### src/design/fpnc_pkg.sv
// FP32 non-computational unit shared definitions
// Operand layout, operation codes, status and class bit positions
`default_nettype none

package fpnc_pkg;

    // ----------------------------------------
    // Widths
    // ----------------------------------------
    localparam int unsigned FLEN          = 32;  // Scalar FP32 only
    localparam int unsigned TRANS_ID_BITS = 3;   // Default tag width

    // Operation codes as the issue stage sends them
    typedef enum logic [2:0] {
        FSGNJ    = 3'd0,  // Sign injection, variant in rm
        FMIN_MAX = 3'd1,  // Min or max, rm bit 0
        FCMP     = 3'd2,  // LE, LT, EQ in rm
        FCLASS   = 3'd3,
        FMV      = 3'd4,  // Bit move, no recoding
        FNOP     = 3'd5
    } fu_op_e;

    // Operations the unit itself knows about
    typedef enum logic [2:0] {
        SGNJ     = 3'd0,
        MINMAX   = 3'd1,
        CMP      = 3'd2,
        CLASSIFY = 3'd3,
        PASS     = 3'd4   // Operand a straight through
    } unit_op_e;

    // ----------------------------------------
    // Operand word
    // ----------------------------------------
    // Same 32 bits, read raw or as IEEE 754 fields
    typedef union packed {
        logic [FLEN-1:0] bits;
        struct packed {
            logic        sign;
            logic [7:0]  exponent;
            logic [22:0] mantissa;  // Bit 22 is the quiet bit for NaNs
        } f;
    } fp32_u;

    localparam logic [FLEN-1:0] CANON_NAN = 32'h7fc00000;  // Positive quiet NaN

    // Status is {NV, DZ, OF, UF, NX}, only NV can fire here
    localparam int unsigned STATUS_NV = 4;

    // FCLASS result bits in RISC-V order
    localparam int unsigned CLASS_NEG_INF  = 0;
    localparam int unsigned CLASS_NEG_NORM = 1;
    localparam int unsigned CLASS_NEG_SUB  = 2;
    localparam int unsigned CLASS_NEG_ZERO = 3;
    localparam int unsigned CLASS_POS_ZERO = 4;
    localparam int unsigned CLASS_POS_SUB  = 5;
    localparam int unsigned CLASS_POS_NORM = 6;
    localparam int unsigned CLASS_POS_INF  = 7;
    localparam int unsigned CLASS_SNAN     = 8;
    localparam int unsigned CLASS_QNAN     = 9;

endpackage

`default_nettype wire

### src/design/fpnc_req_if.sv
// Decoded request channel with valid/ready handshake
// Used between decoder, hold buffer and execution unit
`timescale 1ns/1ps
`default_nettype none

interface fpnc_req_if import fpnc_pkg::*; #(
    parameter int unsigned TransIdBits = TRANS_ID_BITS
) ();

    logic                   valid;      // Request present
    logic                   ready;      // Sink takes it this edge
    unit_op_e               op;
    logic [1:0]             sub_op;     // Variant within op
    fp32_u                  operand_a;
    fp32_u                  operand_b;
    logic [TransIdBits-1:0] tag;        // Transaction ID, returned with result

    // Producer side
    modport source (
        output valid, op, sub_op, operand_a, operand_b, tag,
        input  ready
    );

    // Consumer side
    modport sink (
        input  valid, op, sub_op, operand_a, operand_b, tag,
        output ready
    );

endinterface

`default_nettype wire

### src/design/fpnc_decoder.sv
// Issue-side decoder for the non-computational unit
// Maps issue operation and rm onto unit operation fields, no latency
`timescale 1ns/1ps
`default_nettype none

module fpnc_decoder import fpnc_pkg::*; #(
    parameter int unsigned TransIdBits = TRANS_ID_BITS
) (
    input  logic                   valid_i,
    output logic                   ready_o,
    input  fu_op_e                 operation_i,
    input  logic [2:0]             rm_i,
    input  logic [FLEN-1:0]        operand_a_i,
    input  logic [FLEN-1:0]        operand_b_i,
    input  logic [TransIdBits-1:0] trans_id_i,
    fpnc_req_if.source             req
);

    // ----------------------------------------
    // Handshake and payload passthrough
    // ----------------------------------------
    assign req.valid = valid_i;
    assign ready_o   = req.ready;  // Token comes straight from the buffer

    assign req.operand_a = operand_a_i;
    assign req.operand_b = operand_b_i;
    assign req.tag       = trans_id_i;

    // ----------------------------------------
    // Operation translation
    // ----------------------------------------
    // Only rm[1:0] selects a variant, bit 2 has no meaning for FP32 ops
    always_comb begin : p_translate
        req.op     = PASS;  // Safe default
        req.sub_op = rm_i[1:0];

        case (operation_i)
            // SGNJ, SGNJN, SGNJX, rm 3 passes a through
            FSGNJ: begin
                req.op = SGNJ;
            end
            // Min or max from rm bit 0 alone
            FMIN_MAX: begin
                req.op     = MINMAX;
                req.sub_op = {1'b0, rm_i[0]};
            end
            FCMP: begin
                req.op = CMP;  // LE, LT, EQ
            end
            FCLASS: begin
                req.op     = CLASSIFY;
                req.sub_op = 2'b00;  // Variant unused
            end
            // Moves carry the bits unchanged
            FMV: begin
                req.op     = PASS;
                req.sub_op = 2'b00;
            end
            FNOP: begin
                req.op     = PASS;
                req.sub_op = 2'b00;
            end
            default: begin
                req.op     = PASS;  // Unknown codes behave like a NOP
                req.sub_op = 2'b00;
            end
        endcase
    end

endmodule

`default_nettype wire

### src/design/fpnc_hold_buffer.sv
// Protocol inversion buffer between decoder and execution unit
// Catches a request the unit refuses and replays it, READY/STALL FSM
`timescale 1ns/1ps
`default_nettype none

module fpnc_hold_buffer import fpnc_pkg::*; #(
    parameter int unsigned TransIdBits = TRANS_ID_BITS
) (
    input  logic     clk_i,
    input  logic     rst_ni,
    input  logic     flush_i,
    fpnc_req_if.sink up,
    fpnc_req_if.source down
);

    localparam logic READY = 1'b0;  // Live request goes through
    localparam logic STALL = 1'b1;  // Held copy waits for the unit

    logic state_q, state_d;
    logic hold_inputs;  // Capture the live request this edge
    logic use_hold;     // Present the held copy downstream

    // Hold register
    unit_op_e               op_q;
    logic [1:0]             sub_op_q;
    fp32_u                  operand_a_q;
    fp32_u                  operand_b_q;
    logic [TransIdBits-1:0] tag_q;

    // ----------------------------------------
    // READY/STALL control
    // ----------------------------------------
    always_comb begin : p_inversion_fsm
        up.ready    = 1'b0;
        down.valid  = 1'b0;
        hold_inputs = 1'b0;
        use_hold    = 1'b0;
        state_d     = state_q;

        case (state_q)
            READY: begin
                up.ready   = down.ready;  // Issue sees the unit directly
                down.valid = up.valid;
                // Unit busy, keep a copy and block issue
                if (up.valid && !down.ready) begin
                    hold_inputs = 1'b1;
                    state_d     = STALL;
                end
            end
            STALL: begin
                down.valid = 1'b1;
                use_hold   = 1'b1;
                // Unit takes the copy, completes the issue handshake too
                if (down.ready) begin
                    up.ready = 1'b1;
                    state_d  = READY;
                end
            end
            default: state_d = READY;
        endcase

        if (flush_i) state_d = READY;  // Held request is dropped
    end

    always_ff @(posedge clk_i or negedge rst_ni) begin : p_state
        if (!rst_ni) begin
            state_q <= READY;
        end else begin
            state_q <= state_d;
        end
    end

    // Payload only, written on a stall
    always_ff @(posedge clk_i) begin : p_hold_reg
        if (hold_inputs) begin
            op_q        <= up.op;
            sub_op_q    <= up.sub_op;
            operand_a_q <= up.operand_a;
            operand_b_q <= up.operand_b;
            tag_q       <= up.tag;
        end
    end

    // Held or live request towards the unit
    assign down.op        = use_hold ? op_q        : up.op;
    assign down.sub_op    = use_hold ? sub_op_q    : up.sub_op;
    assign down.operand_a = use_hold ? operand_a_q : up.operand_a;
    assign down.operand_b = use_hold ? operand_b_q : up.operand_b;
    assign down.tag       = use_hold ? tag_q       : up.tag;

endmodule

`default_nettype wire

### src/design/fpnc_noncomp_unit.sv
// FP32 non-computational execution unit
// Sign injection, min/max, compare, classify and move, one output stage
`timescale 1ns/1ps
`default_nettype none

module fpnc_noncomp_unit import fpnc_pkg::*; #(
    parameter int unsigned TransIdBits = TRANS_ID_BITS
) (
    input  logic                   clk_i,
    input  logic                   rst_ni,
    input  logic                   flush_i,
    fpnc_req_if.sink               req,
    input  logic                   out_ready_i,
    output logic                   valid_o,
    output logic [FLEN-1:0]        result_o,
    output logic [4:0]             status_o,
    output logic [TransIdBits-1:0] trans_id_o
);

    // One-hot FCLASS vector of an operand
    function automatic logic [9:0] fp_class(input fp32_u x);
        logic       exp_max;
        logic       exp_zero;
        logic       man_zero;
        logic [9:0] cls;
        exp_max  = &x.f.exponent;
        exp_zero = ~|x.f.exponent;
        man_zero = ~|x.f.mantissa;
        cls      = '0;
        if (exp_max && !man_zero) begin
            cls[x.f.mantissa[22] ? CLASS_QNAN : CLASS_SNAN] = 1'b1;  // Sign ignored
        end else if (exp_max) begin
            cls[x.f.sign ? CLASS_NEG_INF : CLASS_POS_INF] = 1'b1;
        end else if (exp_zero && man_zero) begin
            cls[x.f.sign ? CLASS_NEG_ZERO : CLASS_POS_ZERO] = 1'b1;
        end else if (exp_zero) begin
            cls[x.f.sign ? CLASS_NEG_SUB : CLASS_POS_SUB] = 1'b1;
        end else begin
            cls[x.f.sign ? CLASS_NEG_NORM : CLASS_POS_NORM] = 1'b1;
        end
        return cls;
    endfunction

    fp32_u      a, b;
    logic [9:0] cls_a, cls_b;
    logic       a_nan, b_nan, a_snan, b_snan, any_nan, both_zero;
    logic       a_lt_raw;   // Total order, -0 below +0
    logic       cmp_lt, cmp_eq;
    logic [FLEN-1:0] result_d;
    logic            nv_d;
    logic [4:0]      status_d;

    logic                   valid_q;
    logic [FLEN-1:0]        result_q;
    logic [4:0]             status_q;
    logic [TransIdBits-1:0] tag_q;

    // ----------------------------------------
    // Operand analysis
    // ----------------------------------------
    assign a     = req.operand_a;
    assign b     = req.operand_b;
    assign cls_a = fp_class(a);
    assign cls_b = fp_class(b);

    assign a_snan    = cls_a[CLASS_SNAN];
    assign b_snan    = cls_b[CLASS_SNAN];
    assign a_nan     = cls_a[CLASS_SNAN] | cls_a[CLASS_QNAN];
    assign b_nan     = cls_b[CLASS_SNAN] | cls_b[CLASS_QNAN];
    assign any_nan   = a_nan | b_nan;
    assign both_zero = (cls_a[CLASS_NEG_ZERO] | cls_a[CLASS_POS_ZERO]) &
                       (cls_b[CLASS_NEG_ZERO] | cls_b[CLASS_POS_ZERO]);

    // Sign-magnitude ordering, larger magnitude is smaller when negative
    always_comb begin : p_order
        if (a.f.sign != b.f.sign) begin
            a_lt_raw = a.f.sign;
        end else if (a.f.sign) begin
            a_lt_raw = a.bits[FLEN-2:0] > b.bits[FLEN-2:0];
        end else begin
            a_lt_raw = a.bits[FLEN-2:0] < b.bits[FLEN-2:0];
        end
    end

    assign cmp_lt = a_lt_raw & ~both_zero;              // +0 and -0 compare equal
    assign cmp_eq = (a.bits == b.bits) | both_zero;

    // ----------------------------------------
    // Result select
    // ----------------------------------------
    always_comb begin : p_result
        result_d = a.bits;
        nv_d     = 1'b0;
        case (req.op)
            SGNJ: begin
                case (req.sub_op)
                    2'd0:    result_d = {b.f.sign, a.bits[FLEN-2:0]};
                    2'd1:    result_d = {~b.f.sign, a.bits[FLEN-2:0]};
                    2'd2:    result_d = {a.f.sign ^ b.f.sign, a.bits[FLEN-2:0]};
                    default: result_d = a.bits;
                endcase
            end
            MINMAX: begin
                nv_d = a_snan | b_snan;  // Quiet NaNs are silent
                if (a_nan && b_nan)  result_d = CANON_NAN;
                else if (a_nan)      result_d = b.bits;
                else if (b_nan)      result_d = a.bits;
                else if (req.sub_op[0]) result_d = a_lt_raw ? b.bits : a.bits;  // Max
                else                 result_d = a_lt_raw ? a.bits : b.bits;     // Min
            end
            CMP: begin
                result_d = '0;
                case (req.sub_op)
                    2'd0: begin  // LE, signaling on any NaN
                        result_d[0] = ~any_nan & (cmp_lt | cmp_eq);
                        nv_d        = any_nan;
                    end
                    2'd1: begin  // LT
                        result_d[0] = ~any_nan & cmp_lt;
                        nv_d        = any_nan;
                    end
                    2'd2: begin  // EQ, quiet compare
                        result_d[0] = ~any_nan & cmp_eq;
                        nv_d        = a_snan | b_snan;
                    end
                    default: result_d = '0;
                endcase
            end
            CLASSIFY: result_d = {{(FLEN-10){1'b0}}, cls_a};
            default:  result_d = a.bits;  // PASS
        endcase
    end

    always_comb begin : p_status
        status_d            = '0;
        status_d[STATUS_NV] = nv_d;
    end

    // ----------------------------------------
    // Output stage
    // ----------------------------------------
    assign req.ready = ~valid_q | out_ready_i;  // Empty or draining

    always_ff @(posedge clk_i or negedge rst_ni) begin : p_valid
        if (!rst_ni) begin
            valid_q <= 1'b0;
        end else if (flush_i) begin
            valid_q <= 1'b0;  // Drops held and just accepted results
        end else if (req.ready) begin
            valid_q <= req.valid;
        end
    end

    always_ff @(posedge clk_i) begin : p_payload
        if (req.valid && req.ready) begin
            result_q <= result_d;
            status_q <= status_d;
            tag_q    <= req.tag;
        end
    end

    assign valid_o    = valid_q;
    assign result_o   = result_q;
    assign status_o   = status_q;
    assign trans_id_o = tag_q;

endmodule

`default_nettype wire

### src/design/fpnc_top.sv
// Top level of the FP32 non-computational unit
// Decoder, protocol inversion buffer and execution unit in a chain
`timescale 1ns/1ps
`default_nettype none

module fpnc_top import fpnc_pkg::*; #(
    parameter int unsigned TransIdBits = TRANS_ID_BITS
) (
    input  logic                   clk_i,
    input  logic                   rst_ni,
    input  logic                   flush_i,
    // Issue side
    input  logic                   valid_i,
    output logic                   ready_o,
    input  fu_op_e                 operation_i,
    input  logic [2:0]             rm_i,
    input  logic [FLEN-1:0]        operand_a_i,
    input  logic [FLEN-1:0]        operand_b_i,
    input  logic [TransIdBits-1:0] trans_id_i,
    // Writeback side
    input  logic                   out_ready_i,
    output logic                   valid_o,
    output logic [FLEN-1:0]        result_o,
    output logic [4:0]             status_o,
    output logic [TransIdBits-1:0] trans_id_o
);

    fpnc_req_if #(.TransIdBits(TransIdBits)) dec_if ();  // Decoder to buffer
    fpnc_req_if #(.TransIdBits(TransIdBits)) exe_if ();  // Buffer to unit

    fpnc_decoder #(.TransIdBits(TransIdBits)) u_decoder (
        .valid_i     (valid_i),
        .ready_o     (ready_o),
        .operation_i (operation_i),
        .rm_i        (rm_i),
        .operand_a_i (operand_a_i),
        .operand_b_i (operand_b_i),
        .trans_id_i  (trans_id_i),
        .req         (dec_if.source)
    );

    fpnc_hold_buffer #(.TransIdBits(TransIdBits)) u_hold_buffer (
        .clk_i   (clk_i),
        .rst_ni  (rst_ni),
        .flush_i (flush_i),
        .up      (dec_if.sink),
        .down    (exe_if.source)
    );

    fpnc_noncomp_unit #(.TransIdBits(TransIdBits)) u_noncomp_unit (
        .clk_i       (clk_i),
        .rst_ni      (rst_ni),
        .flush_i     (flush_i),
        .req         (exe_if.sink),
        .out_ready_i (out_ready_i),
        .valid_o     (valid_o),
        .result_o    (result_o),
        .status_o    (status_o),
        .trans_id_o  (trans_id_o)
    );

endmodule

`default_nettype wire

### config.mk
export PLATFORM = sky130hd
export DESIGN_NAME = fpnc_top
export DESIGN_NICKNAME = d
export VERILOG_FILES = /design/src/design/fpnc_pkg.sv /design/src/design/fpnc_req_if.sv /design/src/design/fpnc_decoder.sv /design/src/design/fpnc_hold_buffer.sv /design/src/design/fpnc_noncomp_unit.sv /design/src/design/fpnc_top.sv
export SDC_FILE = /design/constraint.sdc
export NUM_CORES = 1
export LEC_CHECK = 0
export BUFFER_PORTS_ARGS = -buffer_cell sky130_fd_sc_hd__buf_2
export CAP_MARGIN = 10
export CORE_UTILIZATION = 60
export DETAILED_ROUTE_END_ITERATION = 7
export PLACE_DENSITY = 0.85
export SLEW_MARGIN = 0
export SYNTH_ARGS = -nofsm -noshare
export SYNTH_HDL_FRONTEND = slang
export SYNTH_SLANG_ARGS = --single-unit
### constraint.sdc
create_clock -name clk_i -period 11.2 [get_ports clk_i]
set_input_delay 0.56 -clock clk_i [delete_from_list [all_inputs] [get_ports clk_i]]
set_output_delay 0.56 -clock clk_i [all_outputs]
set_load 0.05 [all_outputs]
### Word-level counts from Yosys, hierarchy flattened

Cells that the tools add are included.

| word-level totals | value |
|---|---|
| register bits | 110 |
| latch bits | 0 |
| memory bits (writable) | 0 |
| bits in read-only memories | 0 |
| bits of input ports | 78 |
| output and inout port bits | 42 |
| word-level logic and storage cells | 165 |
| memories | 0 |

| operators by class | value |
|---|---|
| add/sub/neg operators | 0 |
| $mul | 0 |
| divide/modulo/power cells | 0 |
| $lt $le $gt $ge | 22 |
| equality and inequality tests | 10 |
| shift-type cells | 0 |
| multiplexer cells | 69 |
| bitwise operators | 20 |
| reductions and logical operators | 34 |

Operator list:

| operator | count |
|---|---|
| 32-bit by 1-bit greater-or-equal comparator with 1-bit output (second input constant) | 10 |
| 32-bit by 5-bit < comparator with 1-bit output (second input constant) | 10 |
| 32-bit two-way mux | 8 |
| 32-bit one-hot mux with 4 select lines | 1 |
| 32-bit one-hot mux with 3 select lines | 1 |
| 10-bit two-way mux | 8 |
| 23-bit OR reduction | 2 |
| 1-bit demux with 4-bit select | 10 |
| 32-bit equality test | 1 |
| 31-bit greater-than comparator | 1 |
| 31-bit < comparator | 1 |
| 3-bit two-way mux | 10 |
| 1-bit two-way mux | 22 |
| 1-bit logical AND | 17 |
| 8-bit AND reduction | 2 |
| 8-bit OR reduction | 2 |
| 3-bit by 2-bit equality test with 1-bit output (second input constant) | 4 |
| 3-bit one-hot mux with 4 select lines | 1 |
| 1-bit one-hot mux with 2 select lines | 5 |
| 1-bit bitwise OR | 9 |
| 3-bit by 1-bit equality test with 1-bit output (second input constant) | 2 |
| 3-bit logical NOT | 2 |
| 1-bit AND | 5 |
| 1-bit logical NOT | 5 |
| 11 further kinds | 16 |

### Depth between registers and ports, before layout

| logic depth | value |
|---|---|
| word-level depth | 19 |
| depth in mapped cells | 22 |
| mapped depth without buffers | 12 |

### Cells and area by module

From an unflattened synthesis, not the netlist that was laid out.

| unflattened totals | value |
|---|---|
| cells, all modules | 547 |
| area, all modules | 6939.2 um2 |

By module, submodules not included:

| module | instances | cells an instance | area each (um2) |
|---|---|---|---|
| fpnc_hold_buffer | 1 | 157 | 3331.9 |
| fpnc_noncomp_unit | 1 | 315 | 3044.2 |
| fpnc_decoder | 1 | 75 | 563.0 |

### Worst setup path before layout

Ideal clock, no wire load.

| timing | value |
|---|---|
| path type | register to register |
| start | register u_hold_buffer.state_q |
| end | register u_hold_buffer.op_q[0], enable pin |
| library setup time | 0.605 ns |
| arrival time | 7.083 ns |
| required time | 10.595 ns |
| slack | 3.511 ns |
| cell stages (with the launch flop) | 11 |
| buffers on the path | 9 |
| clock period less this slack | 7.689 ns |
| cell sequence | dfrtp_1 buf_6 buf_12 buf_12 buf_6 buf_4 buf_2 buf_2 buf_4 buf_2 nor3b_1 |

| on the way | value |
|---|---|
| longest elaborated chain between the ends | 1 |

RTL lines:

| item | RTL line | source |
|---|---|---|
| start: declaration | fpnc_hold_buffer.sv:19 | `logic state_q, state_d;` |
| start signal: assignment | fpnc_hold_buffer.sv:69 | `state_q <= state_d;` |
| 1-bit two-way mux | fpnc_hold_buffer.sv:40 | `case (state_q)` |
| net u_hold_buffer.hold_inputs | fpnc_hold_buffer.sv:20 | `logic hold_inputs;` |
| end signal: assignment | fpnc_hold_buffer.sv:76 | `op_q <= up.op;` |
| end: declaration | fpnc_hold_buffer.sv:24 | `unit_op_e op_q;` |

The timed path passes the listed nets, and every way through them passes these cells.
A chain may end at the register's enable or synchronous reset.

### Final worst setup path

| timing | value |
|---|---|
| start | register u_hold_buffer.state_q |
| end | register u_noncomp_unit.result_q[2], in the netlist u_noncomp_unit.result_o[2] (data pin) |

| on the way | value |
|---|---|
| longest elaborated chain between the ends | 16 |
| elaborated cells on any way between the ends | 107 |

RTL lines:

| item | RTL line | source |
|---|---|---|
| 1-bit two-way mux (*) | fpnc_hold_buffer.sv:40 |  |
| 32-bit two-way mux | fpnc_hold_buffer.sv:88 | `assign down.operand_b = use_hold ? operand_b_q : up.operand_b;` |
| 3-bit two-way mux (on tied branches) | fpnc_noncomp_unit.sv:37, fpnc_noncomp_unit.sv:39 |  |
| 32-bit by 1-bit greater-or-equal comparator with 1-bit output (implied by the code) (tied with other cells) | fpnc_noncomp_unit.sv:37 | `cls[x.f.sign ? CLASS_NEG_SUB : CLASS_POS_SUB] = 1'b1;` |
| 1-bit logical AND (on tied branches) | fpnc_noncomp_unit.sv:37, fpnc_noncomp_unit.sv:39 |  |
| 1-bit two-way mux (on tied branches) | fpnc_noncomp_unit.sv:37, fpnc_noncomp_unit.sv:39 |  |
| 1-bit demux with 4-bit select | -- |  |
| 10-bit two-way mux | fpnc_noncomp_unit.sv:36 | `end else if (exp_zero) begin` |
| 10-bit two-way mux | fpnc_noncomp_unit.sv:34 | `end else if (exp_zero && man_zero) begin` |
| 10-bit two-way mux | fpnc_noncomp_unit.sv:32 | `end else if (exp_max) begin` |
| 10-bit two-way mux | fpnc_noncomp_unit.sv:30 | `if (exp_max && !man_zero) begin` |
| 1-bit bitwise OR | fpnc_noncomp_unit.sv:69 | `assign b_nan = cls_b[CLASS_SNAN] \| cls_b[CLASS_QNAN];` |
| 32-bit two-way mux | fpnc_noncomp_unit.sv:107 | `else if (b_nan) result_d = a.bits;` |
| 32-bit two-way mux | fpnc_noncomp_unit.sv:106 | `else if (a_nan) result_d = b.bits;` |
| 32-bit two-way mux | fpnc_noncomp_unit.sv:105 | `if (a_nan && b_nan) result_d = CANON_NAN;` |
| 32-bit one-hot mux with 4 select lines (*) | fpnc_noncomp_unit.sv:94 | `case (req.op)` |
| net u_noncomp_unit.result_d[2] | fpnc_noncomp_unit.sv:49 | `logic [FLEN-1:0] result_d;` |
| end signal: assignment | fpnc_noncomp_unit.sv:156 | `result_q <= result_d;` |
| end: declaration | fpnc_noncomp_unit.sv:54 | `logic [FLEN-1:0] result_q;` |

The timed path passes the listed nets; every way through them passes the cells marked *.

==> run_results.csv <==
group,metric,value,unit
run_status,status,"complete, no violations",
routing,num_vias,4917,
worst_hold_path,holdCritStartpoint,"flush_i",
die,num_io_pins,120,
clock_tree,path_clk_slew,0.09,ns
synth,yosysWarnings,0,
layout,final_nets,767,
layout,layout-drive-gt1-share,27.9,%
worst_hold_path,holdPathStages,2,
routing,dr.pass1.iters,6,
layout,multiInputGateArea,3020,sq um
synth,synth.avg_cell_area,12.1,sq um
die,row_count,37,
grt,grt_max_degree,70,
setup_path,cp-start-kind,"flop",
layout,diodes,0,
routing,final_antenna_net_count,0,
synth,yosysTopAreaCell,"edfxtp_1",
sta,tns,0,ns
power,power_density,122,nW/um^2
synth,syn_inst,547,
setup_path,cp_slowest_cell,"a311o_1",
setup_path,r2r_slack,5.42,ns
setup_path,arrival,5.88,ns
setup_path,r2r-start,"u_hold_buffer.state_q",
setup_path,crit_top_cell,"o21ai_0",
run,drv_cap,0,
worst_hold_path,hold_class,"in2reg",
synth,synth_cell_types,75,
clock_tree,numClockSinks,110,
synth,async_flop_share,1.82,%
synth,ys.flop_type,"edfxtp_1",
grt,grt_pass1_wl,24500,microns
synth,ys_ff_latch,110,
clock_tree,cts_max_path_buffers,2,
sta,fin_crit,5.78,ns
setup_path,cp_data_required_time,11.30,ns
layout,seq_area,3300,sq um
setup_path,critical_path.top_delay_family,"compound AO/OA/AOI/OAI gates",
clock_tree,tritoncts,"built",
synth,netlist.area_leader.share,49.1,%
setup_path,r2r-end,"u_noncomp_unit.result_o[2]",
power,power,901,uW
setup_path,rr_worst_depth,13,
layout,layout_commonest_cell,"buf_2",
synth,syn_area,6600,sq um
synth,synth.area.top_cells,"edfxtp_1, mux2i_1, ha_1",
sta,worst_pin_slew,1.14,ns
worst_hold_path,whs_endpoint,"u_noncomp_unit.valid_o",
die,start_util,62.8,%
setup_path,slowest_delay,0.89,ns
setup_path,path_class,"reg2reg",
routing,wirelength,15400,microns
die,die_y,107,microns
sta,rsz0062_at_grt,"false",
placed_design,placed_area,7190,sq um
grt,first_global_vias,4933,
die,dieArea,11400,sq um
layout,final_area,7380,sq um
placed_design,dp_hpwl,11600,microns
clock_tree,postCtsSetupRepairBufs,0,
power,ir_drop,0.117,mV
sta,skew,0.0184,ns
sta,max_freq,0.173,GHz
layout,area_growth,11.7,%
grt,grt-ovfl-total,0,
setup_path,path_cells,"buf_4 > mux2i_1 > inv_1 > ha_1 > a41oi_1 > o21ai_0 > a211oi_2 > nand3_1 > a22o_1 > o21ai_0 > a311o_1 > o21ai_0 > o2bb2ai_1",
sta,finalCritPeriodShare,51.6,%
clock_tree,cts_made_buffers,9,
placed_design,finalWeightedCongestion,0.928,
setup_path,cp_max_fo,51,
die,die_w,107,microns
routing,drt-initial-drc-count,318,
die,core_area,10500,sq um
routing,vias_per_cell,6.18,
clock_tree,hold_buffers,1,
placed_design,io_buffer_count,114,
layout,n_fill_cell,754,
power,p_leak,2.71,nW
sta,hold_viol,0,
clock_tree,cts_resized,0,
layout,final_cell_mix,"buf_2, edfxtp_1, mux2i_1, ha_1, inv_1",
sta,finalSetupViolCount,0,
sta,slew_headroom,21.9,%
synth,seq_area_frac_synth,49.9,%
clock_tree,clock_latency,0.40,ns
routing,drc,0,
synth,synth_edf_count,108,
routing,wire_per_inst,19.3,microns
clock_tree,cts-root-buf,"clkbuf_8",
grt,antenna_found_initial,0,
sta,drv_slew,0,
sta,whs,0.320,ns
setup_path,worst-path-buf-inv,2,
setup_path,end_kind,"flop",
grt,grt_use_total,28.6,%
clock_tree,cts.htree.levels,3,
## report_power, final
group          total [mW]  switching, mW  internal (mW)  leakage, nW
logic               0.200          0.136         0.0645         1.59
clock network       0.219          0.132         0.0869       0.0857
registers           0.482        0.00694          0.475         1.03
## registers in the layout, summed over array words and instances, names as in the netlist
signal,count
u_hold_buffer.operand_a_q,32
u_hold_buffer.tag_q,3
u_noncomp_unit.result_o,32
u_hold_buffer.op_q,3
u_noncomp_unit.trans_id_o,3
u_hold_buffer.state_q,1
u_hold_buffer.sub_op_q,2
u_noncomp_unit.status_o,1
u_noncomp_unit.valid_o,1
u_hold_buffer.operand_b_q,32
## per-stage QoR
stage	worst slack (ns)	utilization (%)	std cells
2_1_floorplan	3.51	-	550
3_3_place_gp	5.68	68.4	778
3_5_place_dp	5.51	68.4	778
4_1_cts	5.47	70.2	795
5_1_grt	5.09	70.2	795
6_report	5.42	70.2	795
## worst max-delay path by stage
stage / from / endpoint / slack (ns) / cells after the start
6_report: u_hold_buffer.state_q / u_noncomp_unit.result_o[2] / 5.42 / 13
5_1_grt: u_hold_buffer.state_q / u_noncomp_unit.result_o[7] / 5.09 / 13
4_1_cts: u_hold_buffer.state_q / u_noncomp_unit.result_o[7] / 5.47 / 13
3_5_place_dp: u_hold_buffer.state_q / u_noncomp_unit.result_o[2] / 5.51 / 13
3_3_place_gp: u_hold_buffer.state_q / u_noncomp_unit.result_o[7] / 5.68 / 13
2_1_floorplan: u_hold_buffer.state_q / u_hold_buffer.op_q[0] / 3.51 / 10
## cell usage after synthesis (5+ instances only)
library cell / instances
edfxtp_1: 108
mux2i_1: 50
ha_1: 35
inv_1: 30
nand2_1: 27
a21oi_1: 26
nor2_1: 22
nor4_1: 20
o21ai_0: 19
nand4_1: 18
mux2_2: 16
nor2b_1: 11
nor3_1: 11
nand3_1: 10
buf_2: 8
o22ai_1: 7
buf_4: 6
o22ai_2: 6
a22oi_1: 5
a31oi_1: 5
buf_6: 5
o21a_1: 5
## worst reg2reg max path, stage by stage (launching register included)
cell       delay, ns
dfrtp_4         0.84
buf_4           0.77
mux2i_1         0.75
inv_1           0.10
ha_1            0.34
a41oi_1         0.19
o21ai_0         0.17
a211oi_2        0.28
nand3_1         0.19
a22o_1          0.30
o21ai_0         0.24
a311o_1         0.89
o21ai_0         0.22
o2bb2ai_1       0.20
## kinds of logic after synthesis
kind of cell / count (synthesis) / synth area share [%]
AND/OR/NAND/NOR: 156 / 13.9
AO/OA/AOI/OAI: 115 / 12.6
flip-flops: 110 / 49.9
multiplexers: 74 / 12.2
buffers and inverters: 55 / 4.68
adder cells (fa/ha/maj): 35 / 6.63
other: 1 / 0.0568
XOR/XNOR: 1 / 0.133
## metal layers
layer | wire length (microns) | track usage, % | vias up
li1 | - | - | 2350
met1 | 6350 | 36.4 | 2324
met2 | 7390 | 46.5 | 215
met3 | 1280 | 8.27 | 28
met4 | 363 | 10.2 | 0
met5 | 0 | 0 | -
## layout make-up
cell class	count	share of cell area, %
Clock buffer	11	1.92
Clock inverter	5	0.458
Inverter	30	1.53
Multi-Input combinational cell	385	40.9
Sequential cell	110	44.7
Tap cell	136	2.31
Timing Repair Buffer	118	8.18
(Power assumes the default switching activity.)
